--- config.mk ---
export PLATFORM = sky130hd
export DESIGN_NAME = rvc_expander
export DESIGN_NICKNAME = d
export VERILOG_FILES = /design/src/rvc_pkg.sv /design/src/rvc_q0_expand.sv /design/src/rvc_q1_expand.sv /design/src/rvc_q2_expand.sv /design/src/rvc_expander.sv
export VERILOG_INCLUDE_DIRS = /design/src /design/src/src
export SDC_FILE = /design/constraint.sdc
export NUM_CORES = 1
export LEC_CHECK = 0
export BUFFER_PORTS_ARGS = -buffer_cell sky130_fd_sc_hd__buf_2
export CORE_MARGIN = 3
export CORE_UTILIZATION = 49
export DETAILED_ROUTE_END_ITERATION = 12
export PLACE_DENSITY_LB_ADDON = 0.12
export SETUP_SLACK_MARGIN = 0.05
export SLEW_MARGIN = 20
export SYNTH_ARGS = -nofsm -noshare
export SYNTH_HDL_FRONTEND = slang
export SYNTH_SLANG_ARGS = --single-unit
--- constraint.sdc ---
create_clock -name clk_i -period 0.82 [get_ports clk_i]
set_input_delay 0.164 -clock clk_i [delete_from_list [all_inputs] [get_ports clk_i]]
set_output_delay 0.164 -clock clk_i [all_outputs]
set_load 0.1 [all_outputs]
--- src/rvc_cfg.svh ---
`ifndef RVC_CFG_SVH
`define RVC_CFG_SVH

// instruction widths
`define RVC_ILEN 32
`define RVC_CLEN 16

// base RV32I major opcodes
`define RVC_OPC_LOAD   7'b0000011
`define RVC_OPC_STORE  7'b0100011
`define RVC_OPC_OP_IMM 7'b0010011
`define RVC_OPC_OP     7'b0110011
`define RVC_OPC_LUI    7'b0110111
`define RVC_OPC_JAL    7'b1101111
`define RVC_OPC_JALR   7'b1100111
`define RVC_OPC_BRANCH 7'b1100011

// fixed registers used by the expansions
`define RVC_REG_ZERO 5'd0
`define RVC_REG_RA   5'd1 // link register
`define RVC_REG_SP   5'd2 // stack pointer

// addi x0, x0, 0
`define RVC_NOP    32'h00000013
`define RVC_EBREAK 32'h00100073

`endif

--- src/rvc_pkg.sv ---
`include "rvc_cfg.svh"

package rvc_pkg;

    // full 32-bit instruction word
    typedef logic [`RVC_ILEN-1:0] inst_t;

    // compressed halfword, low bits != 11
    typedef logic [`RVC_CLEN-1:0] cinst_t;

    // architectural register number x0..x31
    typedef logic [4:0] reg_idx_t;

    // rd'/rs1'/rs2' field, names x8..x15
    typedef logic [2:0] creg_t;

    typedef logic [2:0] funct3_t; // funct3 in both formats

endpackage

--- src/rvc_q0_expand.sv ---
`include "rvc_cfg.svh"

module rvc_q0_expand (
    input  rvc_pkg::cinst_t cinst_i,
    output rvc_pkg::inst_t  inst_o
);
    import rvc_pkg::*;

    funct3_t     funct3;
    creg_t       rs1_c;
    creg_t       rd_c;
    reg_idx_t    rs1;
    reg_idx_t    rd;        // also rs2 for c.sw
    logic [11:0] addi4spn_imm;
    logic [11:0] mem_imm;

    assign funct3 = cinst_i[15:13];
    assign rs1_c  = cinst_i[9:7];
    assign rd_c   = cinst_i[4:2];

    // compressed fields address x8..x15
    assign rs1 = {2'b01, rs1_c};
    assign rd  = {2'b01, rd_c};

    // nzuimm[9:6|5:4|3|2], scaled by 4
    assign addi4spn_imm = {2'b00, cinst_i[10:7], cinst_i[12:11],
                           cinst_i[5], cinst_i[6], 2'b00};

    // word offset[6|5:3|2]
    assign mem_imm = {5'b00000, cinst_i[5], cinst_i[12:10], cinst_i[6], 2'b00};

    always_comb begin
        case (funct3)
            3'b000: begin // c.addi4spn -> addi rd', sp, nzuimm
                inst_o = {addi4spn_imm, `RVC_REG_SP, 3'b000, rd, `RVC_OPC_OP_IMM};
            end
            3'b010: begin // c.lw -> lw rd', off(rs1')
                inst_o = {mem_imm, rs1, 3'b010, rd, `RVC_OPC_LOAD};
            end
            3'b110: begin // c.sw -> sw rs2', off(rs1')
                inst_o = {mem_imm[11:5], rd, rs1, 3'b010, mem_imm[4:0], `RVC_OPC_STORE};
            end
            default: begin
                inst_o = `RVC_NOP; // fp and reserved slots
            end
        endcase
    end

endmodule

--- src/rvc_q1_expand.sv ---
`include "rvc_cfg.svh"

module rvc_q1_expand (
    input  rvc_pkg::cinst_t cinst_i,
    output rvc_pkg::inst_t  inst_o
);
    import rvc_pkg::*;

    funct3_t     funct3;
    reg_idx_t    rd;         // full rd/rs1 field
    creg_t       rs1_c;
    creg_t       rs2_c;
    reg_idx_t    rs1p;
    reg_idx_t    rs2p;
    logic        rd_is_sp;
    logic [11:0] imm6_sext;
    logic [19:0] lui_imm;
    logic [11:0] addi16sp_imm;
    logic [11:0] j_off;
    logic [20:0] j_imm;
    logic [8:0]  b_off;
    logic [12:0] b_imm;
    funct3_t     alu_f3;
    logic [6:0]  alu_f7;
    inst_t       jump_word;

    assign funct3 = cinst_i[15:13];
    assign rd     = cinst_i[11:7];
    assign rs1_c  = cinst_i[9:7];
    assign rs2_c  = cinst_i[4:2];
    assign rs1p   = {2'b01, rs1_c};
    assign rs2p   = {2'b01, rs2_c};

    assign rd_is_sp = (rd == `RVC_REG_SP);

    // shared by c.addi, c.li, c.andi
    assign imm6_sext = {{6{cinst_i[12]}}, cinst_i[12], cinst_i[6:2]};

    // nzimm[17:12] lands in the upper immediate
    assign lui_imm = {{14{cinst_i[12]}}, cinst_i[12], cinst_i[6:2]};

    // nzimm[9|8:7|6|5|4], multiple of 16
    assign addi16sp_imm = {{3{cinst_i[12]}}, cinst_i[4:3], cinst_i[5],
                           cinst_i[2], cinst_i[6], 4'b0000};

    // offset[11|10|9:8|7|6|5|4|3:1]
    assign j_off = {cinst_i[12], cinst_i[8], cinst_i[10:9], cinst_i[6], cinst_i[7],
                    cinst_i[2], cinst_i[11], cinst_i[5:3], 1'b0};
    assign j_imm = {{9{j_off[11]}}, j_off};

    // offset[8|7:6|5|4:3|2:1]
    assign b_off = {cinst_i[12], cinst_i[6:5], cinst_i[2], cinst_i[11:10],
                    cinst_i[4:3], 1'b0};
    assign b_imm = {{4{b_off[8]}}, b_off};

    // c.jal links through ra, c.j discards the link
    assign jump_word = {j_imm[20], j_imm[10:1], j_imm[11], j_imm[19:12],
                        funct3[2] ? `RVC_REG_ZERO : `RVC_REG_RA, `RVC_OPC_JAL};

    // register alu group, bits 6:5
    always_comb begin
        case (cinst_i[6:5])
            2'b00:   alu_f3 = 3'b000; // sub
            2'b01:   alu_f3 = 3'b100; // xor
            2'b10:   alu_f3 = 3'b110; // or
            default: alu_f3 = 3'b111; // and
        endcase
    end

    assign alu_f7 = (cinst_i[6:5] == 2'b00) ? 7'b0100000 : 7'b0000000;

    always_comb begin
        inst_o = `RVC_NOP;
        case (funct3)
            3'b000: begin // c.addi
                inst_o = {imm6_sext, rd, 3'b000, rd, `RVC_OPC_OP_IMM};
            end
            3'b001, 3'b101: begin // c.jal / c.j
                inst_o = jump_word;
            end
            3'b010: begin // c.li -> addi rd, x0, imm
                inst_o = {imm6_sext, `RVC_REG_ZERO, 3'b000, rd, `RVC_OPC_OP_IMM};
            end
            3'b011: begin
                if (rd_is_sp) begin // c.addi16sp
                    inst_o = {addi16sp_imm, `RVC_REG_SP, 3'b000, `RVC_REG_SP,
                              `RVC_OPC_OP_IMM};
                end else begin // c.lui
                    inst_o = {lui_imm, rd, `RVC_OPC_LUI};
                end
            end
            3'b100: begin
                case (cinst_i[11:10])
                    2'b00: begin // c.srli
                        inst_o = {7'b0000000, cinst_i[6:2], rs1p, 3'b101, rs1p,
                                  `RVC_OPC_OP_IMM};
                    end
                    2'b01: begin // c.srai
                        inst_o = {7'b0100000, cinst_i[6:2], rs1p, 3'b101, rs1p,
                                  `RVC_OPC_OP_IMM};
                    end
                    2'b10: begin // c.andi
                        inst_o = {imm6_sext, rs1p, 3'b111, rs1p, `RVC_OPC_OP_IMM};
                    end
                    default: begin
                        // bit 12 set is the rv64 subw/addw space
                        if (!cinst_i[12]) begin
                            inst_o = {alu_f7, rs2p, rs1p, alu_f3, rs1p, `RVC_OPC_OP};
                        end
                    end
                endcase
            end
            default: begin // c.beqz / c.bnez against x0
                inst_o = {b_imm[12], b_imm[10:5], `RVC_REG_ZERO, rs1p,
                          {2'b00, funct3[0]}, b_imm[4:1], b_imm[11], `RVC_OPC_BRANCH};
            end
        endcase
    end

endmodule

--- src/rvc_q2_expand.sv ---
`include "rvc_cfg.svh"

module rvc_q2_expand (
    input  rvc_pkg::cinst_t cinst_i,
    output rvc_pkg::inst_t  inst_o
);
    import rvc_pkg::*;

    funct3_t     funct3;
    reg_idx_t    rd;        // rd / rs1
    reg_idx_t    rs2;
    logic        rd_zero;
    logic        rs2_zero;
    logic [11:0] lwsp_imm;
    logic [11:0] swsp_imm;

    assign funct3   = cinst_i[15:13];
    assign rd       = cinst_i[11:7];
    assign rs2      = cinst_i[6:2];
    assign rd_zero  = (rd == `RVC_REG_ZERO);
    assign rs2_zero = (rs2 == `RVC_REG_ZERO);

    // offset[7:6|5|4:2], zero extended
    assign lwsp_imm = {4'b0000, cinst_i[3:2], cinst_i[12], cinst_i[6:4], 2'b00};

    // offset[7:6|5:2]
    assign swsp_imm = {4'b0000, cinst_i[8:7], cinst_i[12:9], 2'b00};

    always_comb begin
        case (funct3)
            3'b000: begin // c.slli
                inst_o = {7'b0000000, cinst_i[6:2], rd, 3'b001, rd, `RVC_OPC_OP_IMM};
            end
            3'b010: begin // c.lwsp -> lw rd, off(sp)
                inst_o = {lwsp_imm, `RVC_REG_SP, 3'b010, rd, `RVC_OPC_LOAD};
            end
            3'b100: begin
                if (!cinst_i[12]) begin
                    if (rs2_zero) begin
                        // c.jr -> jalr x0, 0(rs1)
                        inst_o = {12'h000, rd, 3'b000, `RVC_REG_ZERO, `RVC_OPC_JALR};
                    end else begin
                        // c.mv -> add rd, x0, rs2
                        inst_o = {7'b0000000, rs2, `RVC_REG_ZERO, 3'b000, rd,
                                  `RVC_OPC_OP};
                    end
                end else if (rs2_zero) begin
                    if (rd_zero) begin
                        inst_o = `RVC_EBREAK;
                    end else begin
                        // c.jalr -> jalr ra, 0(rs1)
                        inst_o = {12'h000, rd, 3'b000, `RVC_REG_RA, `RVC_OPC_JALR};
                    end
                end else begin
                    inst_o = {7'b0000000, rs2, rd, 3'b000, rd, `RVC_OPC_OP}; // c.add
                end
            end
            3'b110: begin // c.swsp -> sw rs2, off(sp)
                inst_o = {swsp_imm[11:5], rs2, `RVC_REG_SP, 3'b010, swsp_imm[4:0],
                          `RVC_OPC_STORE};
            end
            default: begin
                inst_o = `RVC_NOP;
            end
        endcase
    end

endmodule

--- src/rvc_expander.sv ---
`include "rvc_cfg.svh"

module rvc_expander (
    input  logic                 clk_i,
    input  logic                 rst_n_i,
    input  logic                 fetch_valid_i,
    input  logic [`RVC_ILEN-1:0] fetch_inst_i,
    output logic                 dec_valid_o,
    output logic                 dec_compressed_o,
    output logic [`RVC_ILEN-1:0] dec_inst_o
);
    import rvc_pkg::*;

    cinst_t half;          // low halfword of the fetched word
    inst_t  q0_inst;
    inst_t  q1_inst;
    inst_t  q2_inst;
    inst_t  exp_inst;
    logic   is_compressed;

    assign half          = fetch_inst_i[`RVC_CLEN-1:0];
    assign is_compressed = (fetch_inst_i[1:0] != 2'b11);

    rvc_q0_expand u_q0 (
        .cinst_i (half),
        .inst_o  (q0_inst)
    );

    rvc_q1_expand u_q1 (
        .cinst_i (half),
        .inst_o  (q1_inst)
    );

    rvc_q2_expand u_q2 (
        .cinst_i (half),
        .inst_o  (q2_inst)
    );

    // quadrant select, 11 is a full-width word
    always_comb begin
        case (fetch_inst_i[1:0])
            2'b00:   exp_inst = q0_inst;
            2'b01:   exp_inst = q1_inst;
            2'b10:   exp_inst = q2_inst;
            default: exp_inst = fetch_inst_i;
        endcase
    end

    // single output stage, word and flag hold across bubbles
    always_ff @(posedge clk_i or negedge rst_n_i) begin
        if (!rst_n_i) begin
            dec_valid_o      <= 1'b0;
            dec_compressed_o <= 1'b0;
            dec_inst_o       <= `RVC_NOP;
        end else begin
            dec_valid_o <= fetch_valid_i;
            if (fetch_valid_i) begin
                dec_inst_o       <= exp_inst;
                dec_compressed_o <= is_compressed;
            end
        end
    end

endmodule

==> results of run 1 <==
==> cell families after synthesis <==
logic type	count (synthesis)	synth area share, %
compound gates	164	38.05
xor+xnor	1	0.3127
buf+inv	51	7.727
flops	34	30.50
mux	2	0.8039
simple gates	128	22.60
==> synth_stat cells, types with 3 or more instances <==
cell type | count | area [um2]
a21oi_1 | 38 | 190.2
o221ai_1 | 3 | 26.28
a32oi_1 | 4 | 35.03
inv_1 | 13 | 48.80
a22oi_1 | 6 | 45.04
a2bb2oi_1 | 3 | 26.28
nor2b_1 | 7 | 43.79
a211oi_1 | 4 | 30.03
clkbuf_1 | 24 | 90.09
buf_2 | 8 | 40.04
nand2b_1 | 5 | 31.28
dfstp_2 | 3 | 78.83
o22ai_1 | 3 | 18.77
nor2_1 | 34 | 127.6
o21ai_0 | 44 | 220.2
o2bb2ai_1 | 4 | 35.03
a221o_1 | 3 | 30.03
and2_1 | 4 | 25.02
or3_1 | 7 | 43.79
o2111ai_1 | 3 | 26.28
a31oi_1 | 13 | 81.33
buf_1 | 4 | 15.01
a21o_1 | 4 | 30.03
o211ai_1 | 5 | 37.54
nor3_1 | 9 | 45.04
a221oi_1 | 3 | 26.28
dfrtp_1 | 31 | 775.7
nand2_1 | 31 | 116.4
nand3_1 | 16 | 80.08
==> stage by stage <==
stage | hold WS [ns] | setup TNS, ns
3_5_place_dp | 0.04088 | -27.49
3_3_place_gp | 0.04138 | -25.03
2_1_floorplan | -0.1316 | -17.62
==> metrics.txt, run 1 <==
Post-CTS Setup Bufs=21; Synth Cell Area=2801 um2; Sink Count=34; CTS Hold Bufs=1; main flop type after synthesis=dfrtp_1; placed cell areas=4867 um2; number of synthesized register bits=34; error msg=[ERROR DPL-0038] Utilization greater than 100%, impossible to legalize; Placed Cells incl. Taps=613; ys async rst share=100.0%; FP Rows=26; Die Y=81.61 um; status=did not finish; DP HPWL=11.34 mm; die width=81.61 um; CTS Buffer Depth=2; Yosys cell types=62; Max H-tree Level=2; Syn Area/Cell=7.372 um2; initial core utilization=between 50% and 60%; root buffer cell=clkbuf_8; CTS resizes=121; pre-CTS WS=-1.130 ns; I/O pin count=a little under 70; Synth Instances=between 300 and 400; warnings from Yosys=0; GPL Wtd Cong=between 1 and 1.5; Last stage=clock tree synthesis; number of synthesized flops with an enable pin=0; total CTS buffers=5; Mapped Nets=415; Seq/Total Area, Yosys=30.50%; count of input and output buffers=about 70
==> inputs of run 2 (changes only) <==
CORE_UTILIZATION = 35   (was 49)
PLACE_DENSITY_LB_ADDON = 0.15   (was 0.12)
SETUP_SLACK_MARGIN = unset   (was 0.05)
clock period = 1.1 ns   (was 0.82 ns; I/O delays follow)
==> metrics.txt, run 2 <==
reg2reg setup slack=roughly 0.10 ns; P&R area growth vs syn=99.02%; layout cells sized above 1=57.97%; number of synthesized flops with an enable pin=0 (unchanged); Die Y=95.47 um (+17%); clock slew at reported path FFs=0.08 ns; ys async rst share=100.0% (unchanged); die width=95.47 um (+17%); Seq/Total Area, Yosys=30.50% (unchanged); Finished Cell Area=between 5000 and 6000 um2; number of synthesized register bits=34 (unchanged); biggest regs=dec_inst_o x32, dec_compressed_o x1, dec_valid_o x1; worst path cell trace=buf_6 > or4_4 > or2_4 > a21oi_4 > buf_6 > nor3_4 > o2bb2ai_2; Max Cap Violations=0; Tot Pwr=5.805 mW; Max Slew Vio Count=0; Antenna Nets Post-Route=0; Vias per Instance=around 6.1; Synth Instances=380 (unchanged); DR pass1 iterations=5; WHS=0.2067 ns; Crit path largest cell delay=between 0.5 and 0.6 ns; worst reg2reg path startpoint=dec_inst_o[27]; worst-path maximum fanout=7; Most flops, register=dec_inst_o; largest net degree at the start of global routing=28; FMAX=0.6892 GHz; worst-margin pin slew=between 0.6 and 0.7 ns; highest-count cells in the layout ignoring fill and taps=buf_4 (123), buf_12 (44), a21oi_1 (31); I/O pin count=69 (unchanged); All-Layer GR Usage=33.06%; Yosys cell types=62 (unchanged); Final min period=1.451 ns; gr ovfl total=0; commonest non-fill, non-tap cell in the layout=buf_4; count of input and output buffers=68 (unchanged); filler instances=546; diode count=0; worst path arrival time=1.67 ns; end point of the critical path=dec_inst_o[17]; most frequent cells after synthesis=o21ai_0 (44), a21oi_1 (38), nor2_1 (34), dfrtp_1 (31), nand2_1 (31); Placed Cells incl. Taps=636 (+3.8%); FP Rows=31 (+19%); Mapped Nets=415 (unchanged); most numerous cell on the critical path=buf_6; P per Cell Area=between 1000 and 1500 nW/um2; Routed WL per cell=22.60 um; crit-path leading delay family=simple AND/OR/NAND/NOR gates; Post-layout nets=a little over 600; number of remaining DRC errors=0; failing checks=setup timing; final std cells w/o fill=670; worst hold path class=input port to flip-flop; pre-CTS WS=-0.8599 ns (+0.2703 ns); Setup WS post-layout=-0.3509 ns; CORE AREA=7525 um2; initial core utilization=37.23% (-16 points); GPL Wtd Cong=0.9921 (-15%); CTS tree=done; Yosys top cell area share=27.69% (unchanged); r2r endpoint=dec_inst_o[27]; Final TNS setup=-7.677 ns; Worst Path Required=roughly 1.3 ns; Leak=2.387 nW; Worst setup SP type=input port; Synth area leaders=dfrtp_1 (28%), o21ai_0 (7.9%), a21oi_1 (6.8%); crit path launch=fetch_inst_i[4]; largest area contributor in the netlist=dfrtp_1; via count=4090; first-pass GRT wire length=22.39 mm; Worst setup EP type=flip-flop; Syn Area/Cell=7.372 um2 (unchanged); critical path depth in cells=7; Final Util=74.09%; Die Area=9114 um2; Sink Count=34 (unchanged); clock skew=0 ns; total CTS buffers=5 (unchanged); status=finished with violations; Finish-stage setup viols=57; VDD IR max=around 0.00070 V; warnings from Yosys=0 (unchanged); Synth Cell Area=2801 um2 (unchanged); vias in the first global route=4057; top-count cell post-synth=o21ai_0; Worst-Skew Late Latency=0.29 ns; Max H-tree Level=2 (unchanged); initial antenna violation count=0; Tcrit/Tclk final=131.9%; root buffer cell=clkbuf_8; Slew headroom=a little under three fifths; max reg flops=32; CTS Buffer Depth=2 (unchanged); main flop type after synthesis=dfrtp_1; placed cell areas=4777 um2 (-1.9%); Routed WL=15.14 mm; RSZ-0062 raised after global routing=yes; DR iter-0 viols=~360; Slowest-stage cell, CP=or4_4; DP HPWL=10.91 mm (-3.8%); Bufs and invs on worst path=2; endpoints failing hold=0; R2R depth=2; Crit Path Class=input port to flip-flop
## run 2: final cells by class
class / count / area [um2] / area share, %
repair buffers: 221 / 2293 / 41.14
multi-input cells: 295 / 2122 / 38.06
flip-flops and latches: 34 / 892.1 / 16.00
well taps: 99 / 123.9 / 2.222
clock buffers: 6 / 82.58 / 1.481
inverters: 13 / 48.80 / 0.8752
clock inverters: 2 / 12.51 / 0.2244
## run 2: what timing repair did
item                                    4_1_cts  5_1_grt
endpoints found under the hold margin         7        0
gates cloned                                  1        0
hold buffers                                  1        0
pin swaps                                    38       29
resized for setup                            59       51
endpoints found under the setup margin       63       63
setup buffers                                11       13
## run 2: worst register-to-register path, delay by kind of cell, from the launching register on
family	cells	cell delay, ns
multiplexers	1	0.26
AO/OA/AOI/OAI	1	0.21
flip-flops	1	0.43
## run 2: logic make-up after synthesis
logic type,share of synthesized area (%)
AO/OA/AOI/OAI,38.05
AND/OR/NAND/NOR,22.60
buffers and inverters,7.727
flip-flops,30.50
multiplexers,0.8039
XOR/XNOR,0.3127
## run 2: report_power, final
group          switching (mW)  internal (mW)
sequential              0.155           1.41
clock                   0.538          0.505
combinational            1.90           1.30
## run 2: metal layers
layer	vias to the layer above	global-route usage (%)	part of all wire (%)
li1	1805	-	-
met1	1923	41.46	40
met2	296	53.59	47
met3	66	7.814	8.9
met4	0	15.28	4.3
met5	-	0	0
## run 2: worst min path at each step
| stage | from | end | slack, ns | cells after the start |
|---|---|---|---|---|
| after floorplan | rst_n_i | dec_compressed_o | -0.08 | 0 |
| after global placement | rst_n_i | dec_inst_o[5] | 0.09 | 1 |
| after detailed placement | rst_n_i | dec_inst_o[24] | 0.10 | 1 |
| after global routing | fetch_inst_i[31] | dec_inst_o[31] | 0.24 | 3 |
| final | fetch_inst_i[31] | dec_inst_o[31] | 0.21 | 3 |
| after CTS | fetch_inst_i[31] | dec_inst_o[31] | 0.22 | 3 |
Power figures use the tool's default switching activity.
